## config.mk

```make
export PLATFORM = sky130hd
export DESIGN_NAME = fbTop
export DESIGN_NICKNAME = d
export VERILOG_FILES = /design/src/source/fbPkg.sv /design/src/source/fbTop.sv /design/src/source/streamOut.sv /design/src/source/frameBuffer.sv /design/src/source/fragmentPort.sv /design/src/source/commandRegs.sv /design/src/source/dualPortRam.sv
export SDC_FILE = /design/constraint.sdc
export NUM_CORES = 2
export LEC_CHECK = 0
export BUFFER_PORTS_ARGS = -buffer_cell sky130_fd_sc_hd__clkbuf_2
export CORE_MARGIN = 2
export CORE_UTILIZATION = 56
export CTS_BUF_LIST = sky130_fd_sc_hd__clkbuf_4
export CTS_CLUSTER_SIZE = 20
export DETAILED_ROUTE_END_ITERATION = 8
export GPL_TIMING_DRIVEN = 0
export MAX_ROUTING_LAYER = met4
export PLACE_DENSITY = 0.8
export RECOVER_POWER = 50
export SYNTH_ARGS = -nofsm -noshare
export SYNTH_HDL_FRONTEND = slang
export SYNTH_SLANG_ARGS = --single-unit
```

## constraint.sdc

```tcl
create_clock -name clk -period 5.8 [get_ports clk]
set_input_delay 1.74 -clock clk [delete_from_list [all_inputs] [get_ports clk]]
set_output_delay 1.74 -clock clk [all_outputs]
set_load 0.05 [all_outputs]
```

## src/source/fbPkg.sv

```systemverilog
// Frame dimensions, bus structs and state enums shared by every block of the tile framebuffer
package fbPkg;

    localparam int FrameWidth = 16;
    localparam int FrameHeight = 8;
    localparam int FrameSize = FrameWidth * FrameHeight;
    localparam int SubPixelWidth = 4;
    localparam int SubPixels = 4;
    localparam int PixelWidth = SubPixelWidth * SubPixels;
    localparam int StreamWidth = 32;
    localparam int PixelsPerBeat = StreamWidth / PixelWidth;
    localparam int BeatsPerFrame = FrameSize / PixelsPerBeat;
    localparam int IndexWidth = $clog2(FrameSize);
    localparam int WordAddrWidth = $clog2(BeatsPerFrame);
    localparam int PosWidth = 8;
    localparam int StrobeWidth = StreamWidth / SubPixelWidth;

    typedef enum logic [1:0] {
        RegClearColor   = 2'd0,
        RegScissorStart = 2'd1,
        RegScissorEnd   = 2'd2,
        RegControl      = 2'd3
    } regAddr_e;

    typedef enum logic [1:0] {
        Idle       = 2'd0,
        CommitInit = 2'd1,
        Commit     = 2'd2,
        Memset     = 2'd3
    } cmdState_e;

    ////////////////////////////////////////////////////////////////////////////
    // Host bus
    ////////////////////////////////////////////////////////////////////////////

    typedef struct packed {
        logic        cyc;
        logic        stb;
        logic        we;
        regAddr_e    adr;
        logic [31:0] dat;
    } wbReq_t;

    typedef struct packed {
        logic        ack;
        logic [31:0] dat;
    } wbRsp_t;

    ////////////////////////////////////////////////////////////////////////////
    // Internal and pixel side
    ////////////////////////////////////////////////////////////////////////////

    typedef struct packed {
        logic                enable;
        logic [PosWidth-1:0] startX;
        logic [PosWidth-1:0] startY;
        logic [PosWidth-1:0] endX;
        logic [PosWidth-1:0] endY;
    } scissor_t;

    // Only meaningful in the cycle where start is high
    typedef struct packed {
        logic                  commit;
        logic                  memset;
        logic [PixelWidth-1:0] clearColor;
    } fbCommand_t;

    typedef struct packed {
        logic                  en;
        logic [IndexWidth-1:0] index;
        logic [PixelWidth-1:0] color;
        logic [SubPixels-1:0]  mask;
    } fragWrite_t;

    typedef struct packed {
        logic                     en;
        logic [WordAddrWidth-1:0] addr;
        logic [StreamWidth-1:0]   data;
        logic [StrobeWidth-1:0]   strobe;
    } ramWrite_t;

    typedef struct packed {
        logic [StreamWidth-1:0] data;
        logic                   last;
    } streamBeat_t;

endpackage
```

## src/source/fbTop.sv

```systemverilog
// Top level of the tile framebuffer joining host registers, fragment path, RAM engine and stream
module fbTop
(
    input  logic                            clk,
    input  logic                            reset,
    input  fbPkg::wbReq_t                   wbReq,
    output fbPkg::wbRsp_t                   wbRsp,
    input  fbPkg::fragWrite_t               fragWrite,
    input  logic [fbPkg::IndexWidth-1:0]    readIndex,
    output logic [fbPkg::PixelWidth-1:0]    readPixel,
    output fbPkg::streamBeat_t              beat,
    output logic                            valid,
    input  logic                            ready
);

    logic                              busy;
    logic                              start;
    fbPkg::fbCommand_t                 command;
    fbPkg::scissor_t                   scissor;
    fbPkg::ramWrite_t                  fragRamWrite;
    logic [fbPkg::WordAddrWidth-1:0]   fragReadAddr;
    logic [fbPkg::StreamWidth-1:0]     ramWord;
    logic                              beatRequest;
    logic                              beatAccepted;

    commandRegs hostRegs
    (
        .clk(clk),
        .reset(reset),
        .wbReq(wbReq),
        .wbRsp(wbRsp),
        .busy(busy),
        .start(start),
        .command(command),
        .scissor(scissor)
    );

    fragmentPort fragPath
    (
        .clk(clk),
        .reset(reset),
        .fragWrite(fragWrite),
        .readIndex(readIndex),
        .scissor(scissor),
        .ramWordIn(ramWord),
        .ramWrite(fragRamWrite),
        .ramReadAddr(fragReadAddr),
        .readPixel(readPixel)
    );

    frameBuffer frameStore
    (
        .clk(clk),
        .reset(reset),
        .start(start),
        .command(command),
        .busy(busy),
        .fragRamWrite(fragRamWrite),
        .fragReadAddr(fragReadAddr),
        .ramWordOut(ramWord),
        .beatRequest(beatRequest),
        .ready(ready),
        .beatAccepted(beatAccepted)
    );

    streamOut streamStage
    (
        .clk(clk),
        .reset(reset),
        .beatRequest(beatRequest),
        .ramWord(ramWord),
        .ready(ready),
        .beatAccepted(beatAccepted),
        .beat(beat),
        .valid(valid)
    );

endmodule

```

## src/source/streamOut.sv

```systemverilog
// Output register stage of the commit stream, holding each beat under back-pressure
module streamOut
(
    input  logic                            clk,
    input  logic                            reset,
    input  logic                            beatRequest,
    input  logic [fbPkg::StreamWidth-1:0]   ramWord,
    input  logic                            ready,
    output logic                            beatAccepted,
    output fbPkg::streamBeat_t              beat,
    output logic                            valid
);

    logic                            load;
    logic                            beatLast;
    logic [fbPkg::StreamWidth-1:0]   beatData;
    logic [fbPkg::WordAddrWidth-1:0] beatCount;

    assign beatAccepted = valid && ready;
    // Take a new word when empty or when the held beat leaves
    assign load = beatRequest && (!valid || ready);

    always_ff @(posedge clk)
    begin
        if (reset)
        begin
            valid <= 1'b0;
            beatLast <= 1'b0;
            beatCount <= '0;
        end
        else if (load)
        begin
            valid <= 1'b1;
            beatLast <= (beatCount == fbPkg::WordAddrWidth'(fbPkg::BeatsPerFrame - 1));
            beatCount <= beatCount + 1'b1;
        end
        else if (beatAccepted)
        begin
            valid <= 1'b0;
            beatLast <= 1'b0;
        end
    end

    always_ff @(posedge clk)
    begin
        if (load)
            beatData <= ramWord;
    end

    assign beat = '{data: beatData, last: beatLast};

endmodule

```

## src/source/frameBuffer.sv

```systemverilog
// Command engine for memset and commit, arbitrating the frame RAM against the fragment path
module frameBuffer
(
    input  logic                              clk,
    input  logic                              reset,
    input  logic                              start,
    input  fbPkg::fbCommand_t                 command,
    output logic                              busy,
    input  fbPkg::ramWrite_t                  fragRamWrite,
    input  logic [fbPkg::WordAddrWidth-1:0]   fragReadAddr,
    output logic [fbPkg::StreamWidth-1:0]     ramWordOut,
    output logic                              beatRequest,
    input  logic                              ready,
    input  logic                              beatAccepted
);

    fbPkg::cmdState_e                    state;
    logic [fbPkg::WordAddrWidth:0]       counter;
    logic [fbPkg::WordAddrWidth-1:0]     wordAddr;
    logic                                allLoaded;
    logic                                advance;
    logic                                memsetPending;
    logic [fbPkg::PixelWidth-1:0]        clearColor;
    fbPkg::ramWrite_t                    cmdWrite;
    fbPkg::ramWrite_t                    ramWrite;
    logic [fbPkg::WordAddrWidth-1:0]     cmdReadAddr;
    logic [fbPkg::WordAddrWidth-1:0]     ramReadAddr;

    assign wordAddr = counter[fbPkg::WordAddrWidth-1:0];
    // Top bit set once all 64 words went to the stream stage
    assign allLoaded = counter[fbPkg::WordAddrWidth];

    assign busy = (state != fbPkg::Idle);

    ////////////////////////////////////////////////////////////////////////////
    // Commit read side
    ////////////////////////////////////////////////////////////////////////////

    // CommitInit loads word 0 into an empty stage, later loads ride on ready
    assign beatRequest = (state == fbPkg::CommitInit)
        || ((state == fbPkg::Commit) && !allLoaded);
    assign advance = (state == fbPkg::Commit) && ready && !allLoaded;

    always_comb
    begin
        if (state == fbPkg::CommitInit)
            cmdReadAddr = fbPkg::WordAddrWidth'(1);
        else if (advance)
            cmdReadAddr = wordAddr + 1'b1;
        else
            cmdReadAddr = wordAddr;
    end

    // Word 0 is fetched in the start cycle so it is ready in CommitInit
    always_comb
    begin
        if (busy)
            ramReadAddr = cmdReadAddr;
        else if (start && command.commit)
            ramReadAddr = '0;
        else
            ramReadAddr = fragReadAddr;
    end

    ////////////////////////////////////////////////////////////////////////////
    // Memset write side
    ////////////////////////////////////////////////////////////////////////////

    always_comb
    begin
        cmdWrite.en = (state == fbPkg::Memset);
        cmdWrite.addr = wordAddr;
        cmdWrite.data = {fbPkg::PixelsPerBeat{clearColor}};
        cmdWrite.strobe = '1;
    end

    assign ramWrite = busy ? cmdWrite : fragRamWrite;

    always_ff @(posedge clk)
    begin
        if (!busy && start)
            clearColor <= command.clearColor;
    end

    always_ff @(posedge clk)
    begin
        if (reset)
        begin
            state <= fbPkg::Idle;
            counter <= '0;
            memsetPending <= 1'b0;
        end
        else
        begin
            case (state)
                fbPkg::Idle:
                begin
                    counter <= '0;
                    if (start)
                    begin
                        memsetPending <= command.memset;
                        // Commit goes first when both are requested
                        state <= command.commit ? fbPkg::CommitInit : fbPkg::Memset;
                    end
                end
                fbPkg::CommitInit:
                begin
                    counter <= 1;
                    state <= fbPkg::Commit;
                end
                fbPkg::Commit:
                begin
                    if (advance)
                        counter <= counter + 1'b1;
                    if (allLoaded && beatAccepted)
                    begin
                        counter <= '0;
                        state <= memsetPending ? fbPkg::Memset : fbPkg::Idle;
                    end
                end
                fbPkg::Memset:
                begin
                    counter <= counter + 1'b1;
                    if (wordAddr == fbPkg::WordAddrWidth'(fbPkg::BeatsPerFrame - 1))
                        state <= fbPkg::Idle;
                end
            endcase
        end
    end

    dualPortRam frameRam
    (
        .clk(clk),
        .reset(reset),
        .write(ramWrite),
        .readAddr(ramReadAddr),
        .readData(ramWordOut)
    );

endmodule

```

## src/source/fragmentPort.sv

```systemverilog
// Pixel pipeline access path: scissor test, write strobes and read lane selection for the RAM
module fragmentPort
(
    input  logic                              clk,
    input  logic                              reset,
    input  fbPkg::fragWrite_t                 fragWrite,
    input  logic [fbPkg::IndexWidth-1:0]      readIndex,
    input  fbPkg::scissor_t                   scissor,
    input  logic [fbPkg::StreamWidth-1:0]     ramWordIn,
    output fbPkg::ramWrite_t                  ramWrite,
    output logic [fbPkg::WordAddrWidth-1:0]   ramReadAddr,
    output logic [fbPkg::PixelWidth-1:0]      readPixel
);

    logic [fbPkg::PosWidth-1:0] posX;
    logic [fbPkg::PosWidth-1:0] posY;
    logic                       scissorPass;
    logic                       writeLane;
    logic                       readLane;

    // Row-major index, 16 pixels per row
    assign posX = fbPkg::PosWidth'(fragWrite.index % fbPkg::FrameWidth);
    assign posY = fbPkg::PosWidth'(fragWrite.index / fbPkg::FrameWidth);

    // End edges are outside the rectangle
    assign scissorPass = !scissor.enable
        || ((posX >= scissor.startX) && (posX < scissor.endX)
            && (posY >= scissor.startY) && (posY < scissor.endY));

    // Two pixels per word, the low index bit picks the lane
    assign writeLane = fragWrite.index[0];

    always_comb
    begin
        ramWrite.en = fragWrite.en && scissorPass;
        ramWrite.addr = fragWrite.index[fbPkg::IndexWidth-1:1];
        ramWrite.data = {fbPkg::PixelsPerBeat{fragWrite.color}};
        ramWrite.strobe = '0;
        for (int l = 0; l < fbPkg::PixelsPerBeat; l++)
        begin
            if (writeLane == l)
                ramWrite.strobe[l*fbPkg::SubPixels +: fbPkg::SubPixels] = fragWrite.mask;
        end
    end

    assign ramReadAddr = readIndex[fbPkg::IndexWidth-1:1];

    // Lane follows the RAM latency
    always_ff @(posedge clk)
    begin
        if (reset)
            readLane <= 1'b0;
        else
            readLane <= readIndex[0];
    end

    always_ff @(posedge clk)
    begin
        readPixel <= ramWordIn[readLane*fbPkg::PixelWidth +: fbPkg::PixelWidth];
    end

endmodule

```

## src/source/commandRegs.sv

```systemverilog
// Wishbone classic register block that holds clear color, scissor and issues framebuffer commands
module commandRegs
(
    input  logic              clk,
    input  logic              reset,
    input  fbPkg::wbReq_t     wbReq,
    output fbPkg::wbRsp_t     wbRsp,
    input  logic              busy,
    output logic              start,
    output fbPkg::fbCommand_t command,
    output fbPkg::scissor_t   scissor
);

    logic                         request;
    logic                         ack;
    logic                         served;
    logic                         controlWrite;
    logic [fbPkg::PixelWidth-1:0] clearColor;

    assign request = wbReq.cyc && wbReq.stb;

    // Single ack per strobe, rearmed once the master drops stb
    always_ff @(posedge clk)
    begin
        if (reset)
        begin
            ack <= 1'b0;
            served <= 1'b0;
        end
        else
        begin
            ack <= request && !served && !ack;
            if (ack)
                served <= 1'b1;
            else if (!wbReq.stb)
                served <= 1'b0;
        end
    end

    assign controlWrite = ack && wbReq.we && (wbReq.adr == fbPkg::RegControl);

    // Register writes take the data of the ack cycle
    always_ff @(posedge clk)
    begin
        if (reset)
        begin
            clearColor <= '0;
            scissor <= '0;
        end
        else if (ack && wbReq.we)
        begin
            unique case (wbReq.adr)
                fbPkg::RegClearColor:   clearColor <= wbReq.dat[fbPkg::PixelWidth-1:0];
                fbPkg::RegScissorStart:
                begin
                    scissor.startX <= wbReq.dat[7:0];
                    scissor.startY <= wbReq.dat[15:8];
                end
                fbPkg::RegScissorEnd:
                begin
                    scissor.endX <= wbReq.dat[7:0];
                    scissor.endY <= wbReq.dat[15:8];
                end
                fbPkg::RegControl:      scissor.enable <= wbReq.dat[2];
            endcase
        end
    end

    // A busy framebuffer or an empty command only updates the enable
    assign start = controlWrite && !busy && (wbReq.dat[0] || wbReq.dat[1]);
    assign command.commit = wbReq.dat[0];
    assign command.memset = wbReq.dat[1];
    assign command.clearColor = clearColor;

    always_comb
    begin
        wbRsp.ack = ack;
        unique case (wbReq.adr)
            fbPkg::RegClearColor:   wbRsp.dat = 32'(clearColor);
            fbPkg::RegScissorStart: wbRsp.dat = {16'h0, scissor.startY, scissor.startX};
            fbPkg::RegScissorEnd:   wbRsp.dat = {16'h0, scissor.endY, scissor.endX};
            fbPkg::RegControl:      wbRsp.dat = {28'h0, busy, scissor.enable, 2'b00};
        endcase
    end

endmodule

```

## src/source/dualPortRam.sv

```systemverilog
// Frame storage RAM with one write port, one registered read port and channel write strobes
module dualPortRam
(
    input  logic                                   clk,
    input  logic                                   reset,
    input  fbPkg::ramWrite_t                       write,
    input  logic [fbPkg::WordAddrWidth-1:0]        readAddr,
    output logic [fbPkg::StreamWidth-1:0]          readData
);

    logic [fbPkg::StreamWidth-1:0] mem [fbPkg::BeatsPerFrame];

    // Each strobe bit covers one 4-bit channel of the word
    always_ff @(posedge clk)
    begin
        if (write.en && !reset)
        begin
            for (int s = 0; s < fbPkg::StrobeWidth; s++)
            begin
                if (write.strobe[s])
                begin
                    mem[write.addr][s*fbPkg::SubPixelWidth +: fbPkg::SubPixelWidth] <=
                        write.data[s*fbPkg::SubPixelWidth +: fbPkg::SubPixelWidth];
                end
            end
        end
    end

    // One cycle of read latency
    always_ff @(posedge clk)
    begin
        readData <= mem[readAddr];
    end

endmodule

```

==> results.ini <==
[floorplanning]
core_region_area_sq_mm = 0.161
die_width_um = 406
io_pins = 158
start_util_pct = 56.4
fp.dieArea_sq_mm = 0.165
num_rows = 147
die_h_um = 406

[worst_hold_path]
hold_start = hostRegs.served
hold_path_class = register to register

[timing]
finalCriticalPeriod_ps = 5960
slew_headroom_pct = -109
whs_ps = 427
rsz0062_at_grt = no
fin_crit_sh_pct = 103
layout_setup_ws_ps = -162
setup_viol = 2
fmax_ghz = 0.168
tightest_slew_ps = 3140
finalHoldViolations = 0
skew_ps = 127
finalSetupTns_ps = -189
slew_viol_final = 904

[clock_tree]
root_buffer = clkbuf_4
clk_pin_slew_ps = 60
clockBufferDepth = 4
clock_latency_ps = 1420
postCtsSetupBuffers = 0
htree_levels = 6
cts_buffers = 566
cts_tree = done
clock_sinks = 2214

[logic_synthesis]
yosysTopAreaCell = edfxtp_1
ys.flop_type = edfxtp_1
yosysSeqAreaShare_pct = 72.0
ys_types = 63
async_flop_share_pct = 0
synth.area.top_cells = edfxtp_1 (69%), nand2_1 (4.4%), mux2i_1 (3.6%), nor3_1 (3.1%), dfxtp_1 (2.6%)
synth_edf_count = 2096
synth_seq_cells = 2214
synth-warning-count = 0
synth_top_area_share_pct = 69.4
synthCells = 6628
syn_area_sq_mm = 0.0907
syn_avg_cell_area_sq_um = 13.7

[placement]
place_ws_ps = -1230
place.gp.congestion = 1.04
io_buffers = 123
dp_hpwl_mm = 223
dpl_cell_area_sq_mm = 0.0952

[drt]
drt_iter0_drc = 11800
drc = 0
first_pass_iters = 9
vias = 67200
ant_nets = 0
routed_wl_mm = 317
viasPerCell = 6.77
wl_per_cell_um = 31.9

[finish]
postLayoutCellArea_sq_mm = 0.102
fillCellCount = 11900
final_layout_size_suffix_gt1_share_pct = 17.2
areaGrowthSynthToFinish_pct = 12.0
final_nets = 7465

[worst_setup_path]
regToRegSetupSlack_ps = -60
r2r-start = frameStore.state[0]
path_class = primary input to register
required_ps = 7000
critPathCaptureType = register
startpoint_type = primary input
crit_arrival_ps = 7160
crit_start = ready
crit_fanout = 10

[power]
total_power_uw = 41300
leakage_uw = 0.0341
pwr_density_cell_mw_per_mm2 = 406
ir_worst_vdd_mv = 0.274

[global_routing]
grt_max_degree = 68
grt_usage_pct = 39.1
grt_pass1_wl_mm = 441
antenna_found_initial = 28
grt_pass1_vias = 64100
gr-total-overflow = 0

[outcome]
status = complete, but fails checks
violations = capacitance limit, slew limit, setup timing

[run]
maxCapViolCount = 24

## cell usage in the layout, fill, tap and decap left out, types with 13 or more instances in the layout
cell	netlist	layout
o22ai_1	159	159
buf_16	0	14
nand3_1	387	387
buf_2	120	121
a21oi_1	66	66
inv_1	21	21
o21ai_0	121	121
clkbuf_1	376	428
buf_1	29	23
a31o_2	92	92
mux2i_1	328	328
clkbuf_4	0	791
a211oi_1	215	215
and3_1	223	223
diode_2	0	47
buf_4	27	29
o2111ai_1	129	129
nor2_1	38	31
and4b_1	31	31
a22o_1	31	31
clkinv_1	0	94
a31oi_1	102	101
nand2_1	1066	1061
edfxtp_1	2096	2096
clkbuf_2	0	87
ha_1	14	14
nor3_1	554	550
nand4_1	44	44
nor2b_1	13	13
conb_1	1	16
dfxtp_1	118	118
a22oi_1	33	33
mux2_2	112	112
clkinv_2	0	13
## repair_timing
item                       CTS  global route
hold buffers                 0             0
setup endpoints to repair    0             2
gates resized for setup      0             6
## where the power goes
group / switching (uW) / internal (uW)
clock: 6330 / 6620
combinational: 7500 / 2040
sequential: 249 / 18500
total: 14100 / 27200
## worst max-delay path: stages
cell and delay (ps):
clkbuf_2 150, or3b_4 430, a32oi_4 510, clkbuf_1 1170
clkbuf_1 860, buf_2 370, nand3_1 100, nand3_1 110
o2111ai_1 370, o2111ai_1 440, and4b_1 460, nand4_1 430
## synth_stat cells, types with 3 or more instances
cell,number
a211oi_1,215
a21o_1,7
a21oi_1,66
a22o_1,31
a22oi_1,33
a311o_1,3
a31o_2,92
a31oi_1,102
and2_1,7
and3_1,223
and4b_1,31
buf_1,29
buf_2,120
buf_4,27
buf_6,3
clkbuf_1,376
dfxtp_1,118
edfxtp_1,2096
ha_1,14
inv_1,21
mux2_2,112
mux2i_1,328
nand2_1,1066
nand2b_1,7
nand3_1,387
nand4_1,44
nor2_1,38
nor2b_1,13
nor3_1,554
nor3b_1,3
nor4_1,4
o2111ai_1,129
o21a_1,5
o21ai_0,121
o21ai_1,5
o22ai_1,159
or4_1,4
xor2_1,3
## final timing paths
kind	endpoint	cells after the start
worst max-delay path	frameStore.frameRam.readData[10]	12
worst min-delay path	hostRegs.ack	1
worst max register to register	frameStore.frameRam.readData[10]	12
worst min register to register	hostRegs.ack	1
## through the flow
stage | utilization (%) | std cells
2_1_floorplan | - | 6643
3_3_place_gp | 58.5 | 8926
3_5_place_dp | 59.2 | 8967
4_1_cts | 63.4 | 9883
5_1_grt | 63.1 | 9915
6_report | 63.2 | 9931
## per-layer routing
layer | track usage, % | share of wire [%] | vias up
met1 | 46.4 | 32 | 32000
li1 | - | - | 27400
met2 | 54.5 | 42 | 6508
met3 | 17.3 | 18 | 1369
met4 | 24.6 | 7.8 | 0
met5 | - | 0 | -
## cell families after synthesis
kind of cell             after synthesis  share of synthesized area [%]
multiplexers                         443                           5.08
flip-flops                          2214                           72.0
adder cells (fa/ha/maj)               14                          0.193
other                                  1                        0.00413
XOR/XNOR                               4                         0.0386
buffers and inverters                577                           2.69
AND/OR/NAND/NOR                     2392                           12.3
AO/OA/AOI/OAI                        983                           7.67
## flip-flops by register name, summed over array words and instances (netlist names), 2 cells and up
name	flops
frameStore.frameRam.readData	32
frameStore.state	2
hostRegs.scissor	33
fragPath.readPixel	16
frameStore.counter	7
streamStage.beatData	32
frameStore.frameRam.mem	2048
hostRegs.clearColor	16
frameStore.clearColor	16
streamStage.beatCount	6
## cell type report
cell class	count	area, sq um	share of cell area, %
tap	2160	2700	2.66
sequential	2214	65300	64.3
clock inverter	129	748	0.737
timing repair buffer	165	1200	1.19
multi-input combinational	3852	23100	22.8
buffer	555	2370	2.33
inverter	22	82.6	0.0813
antenna	47	118	0.116
clock buffer	787	5910	5.82
Power figures use the tool's default switching activity.
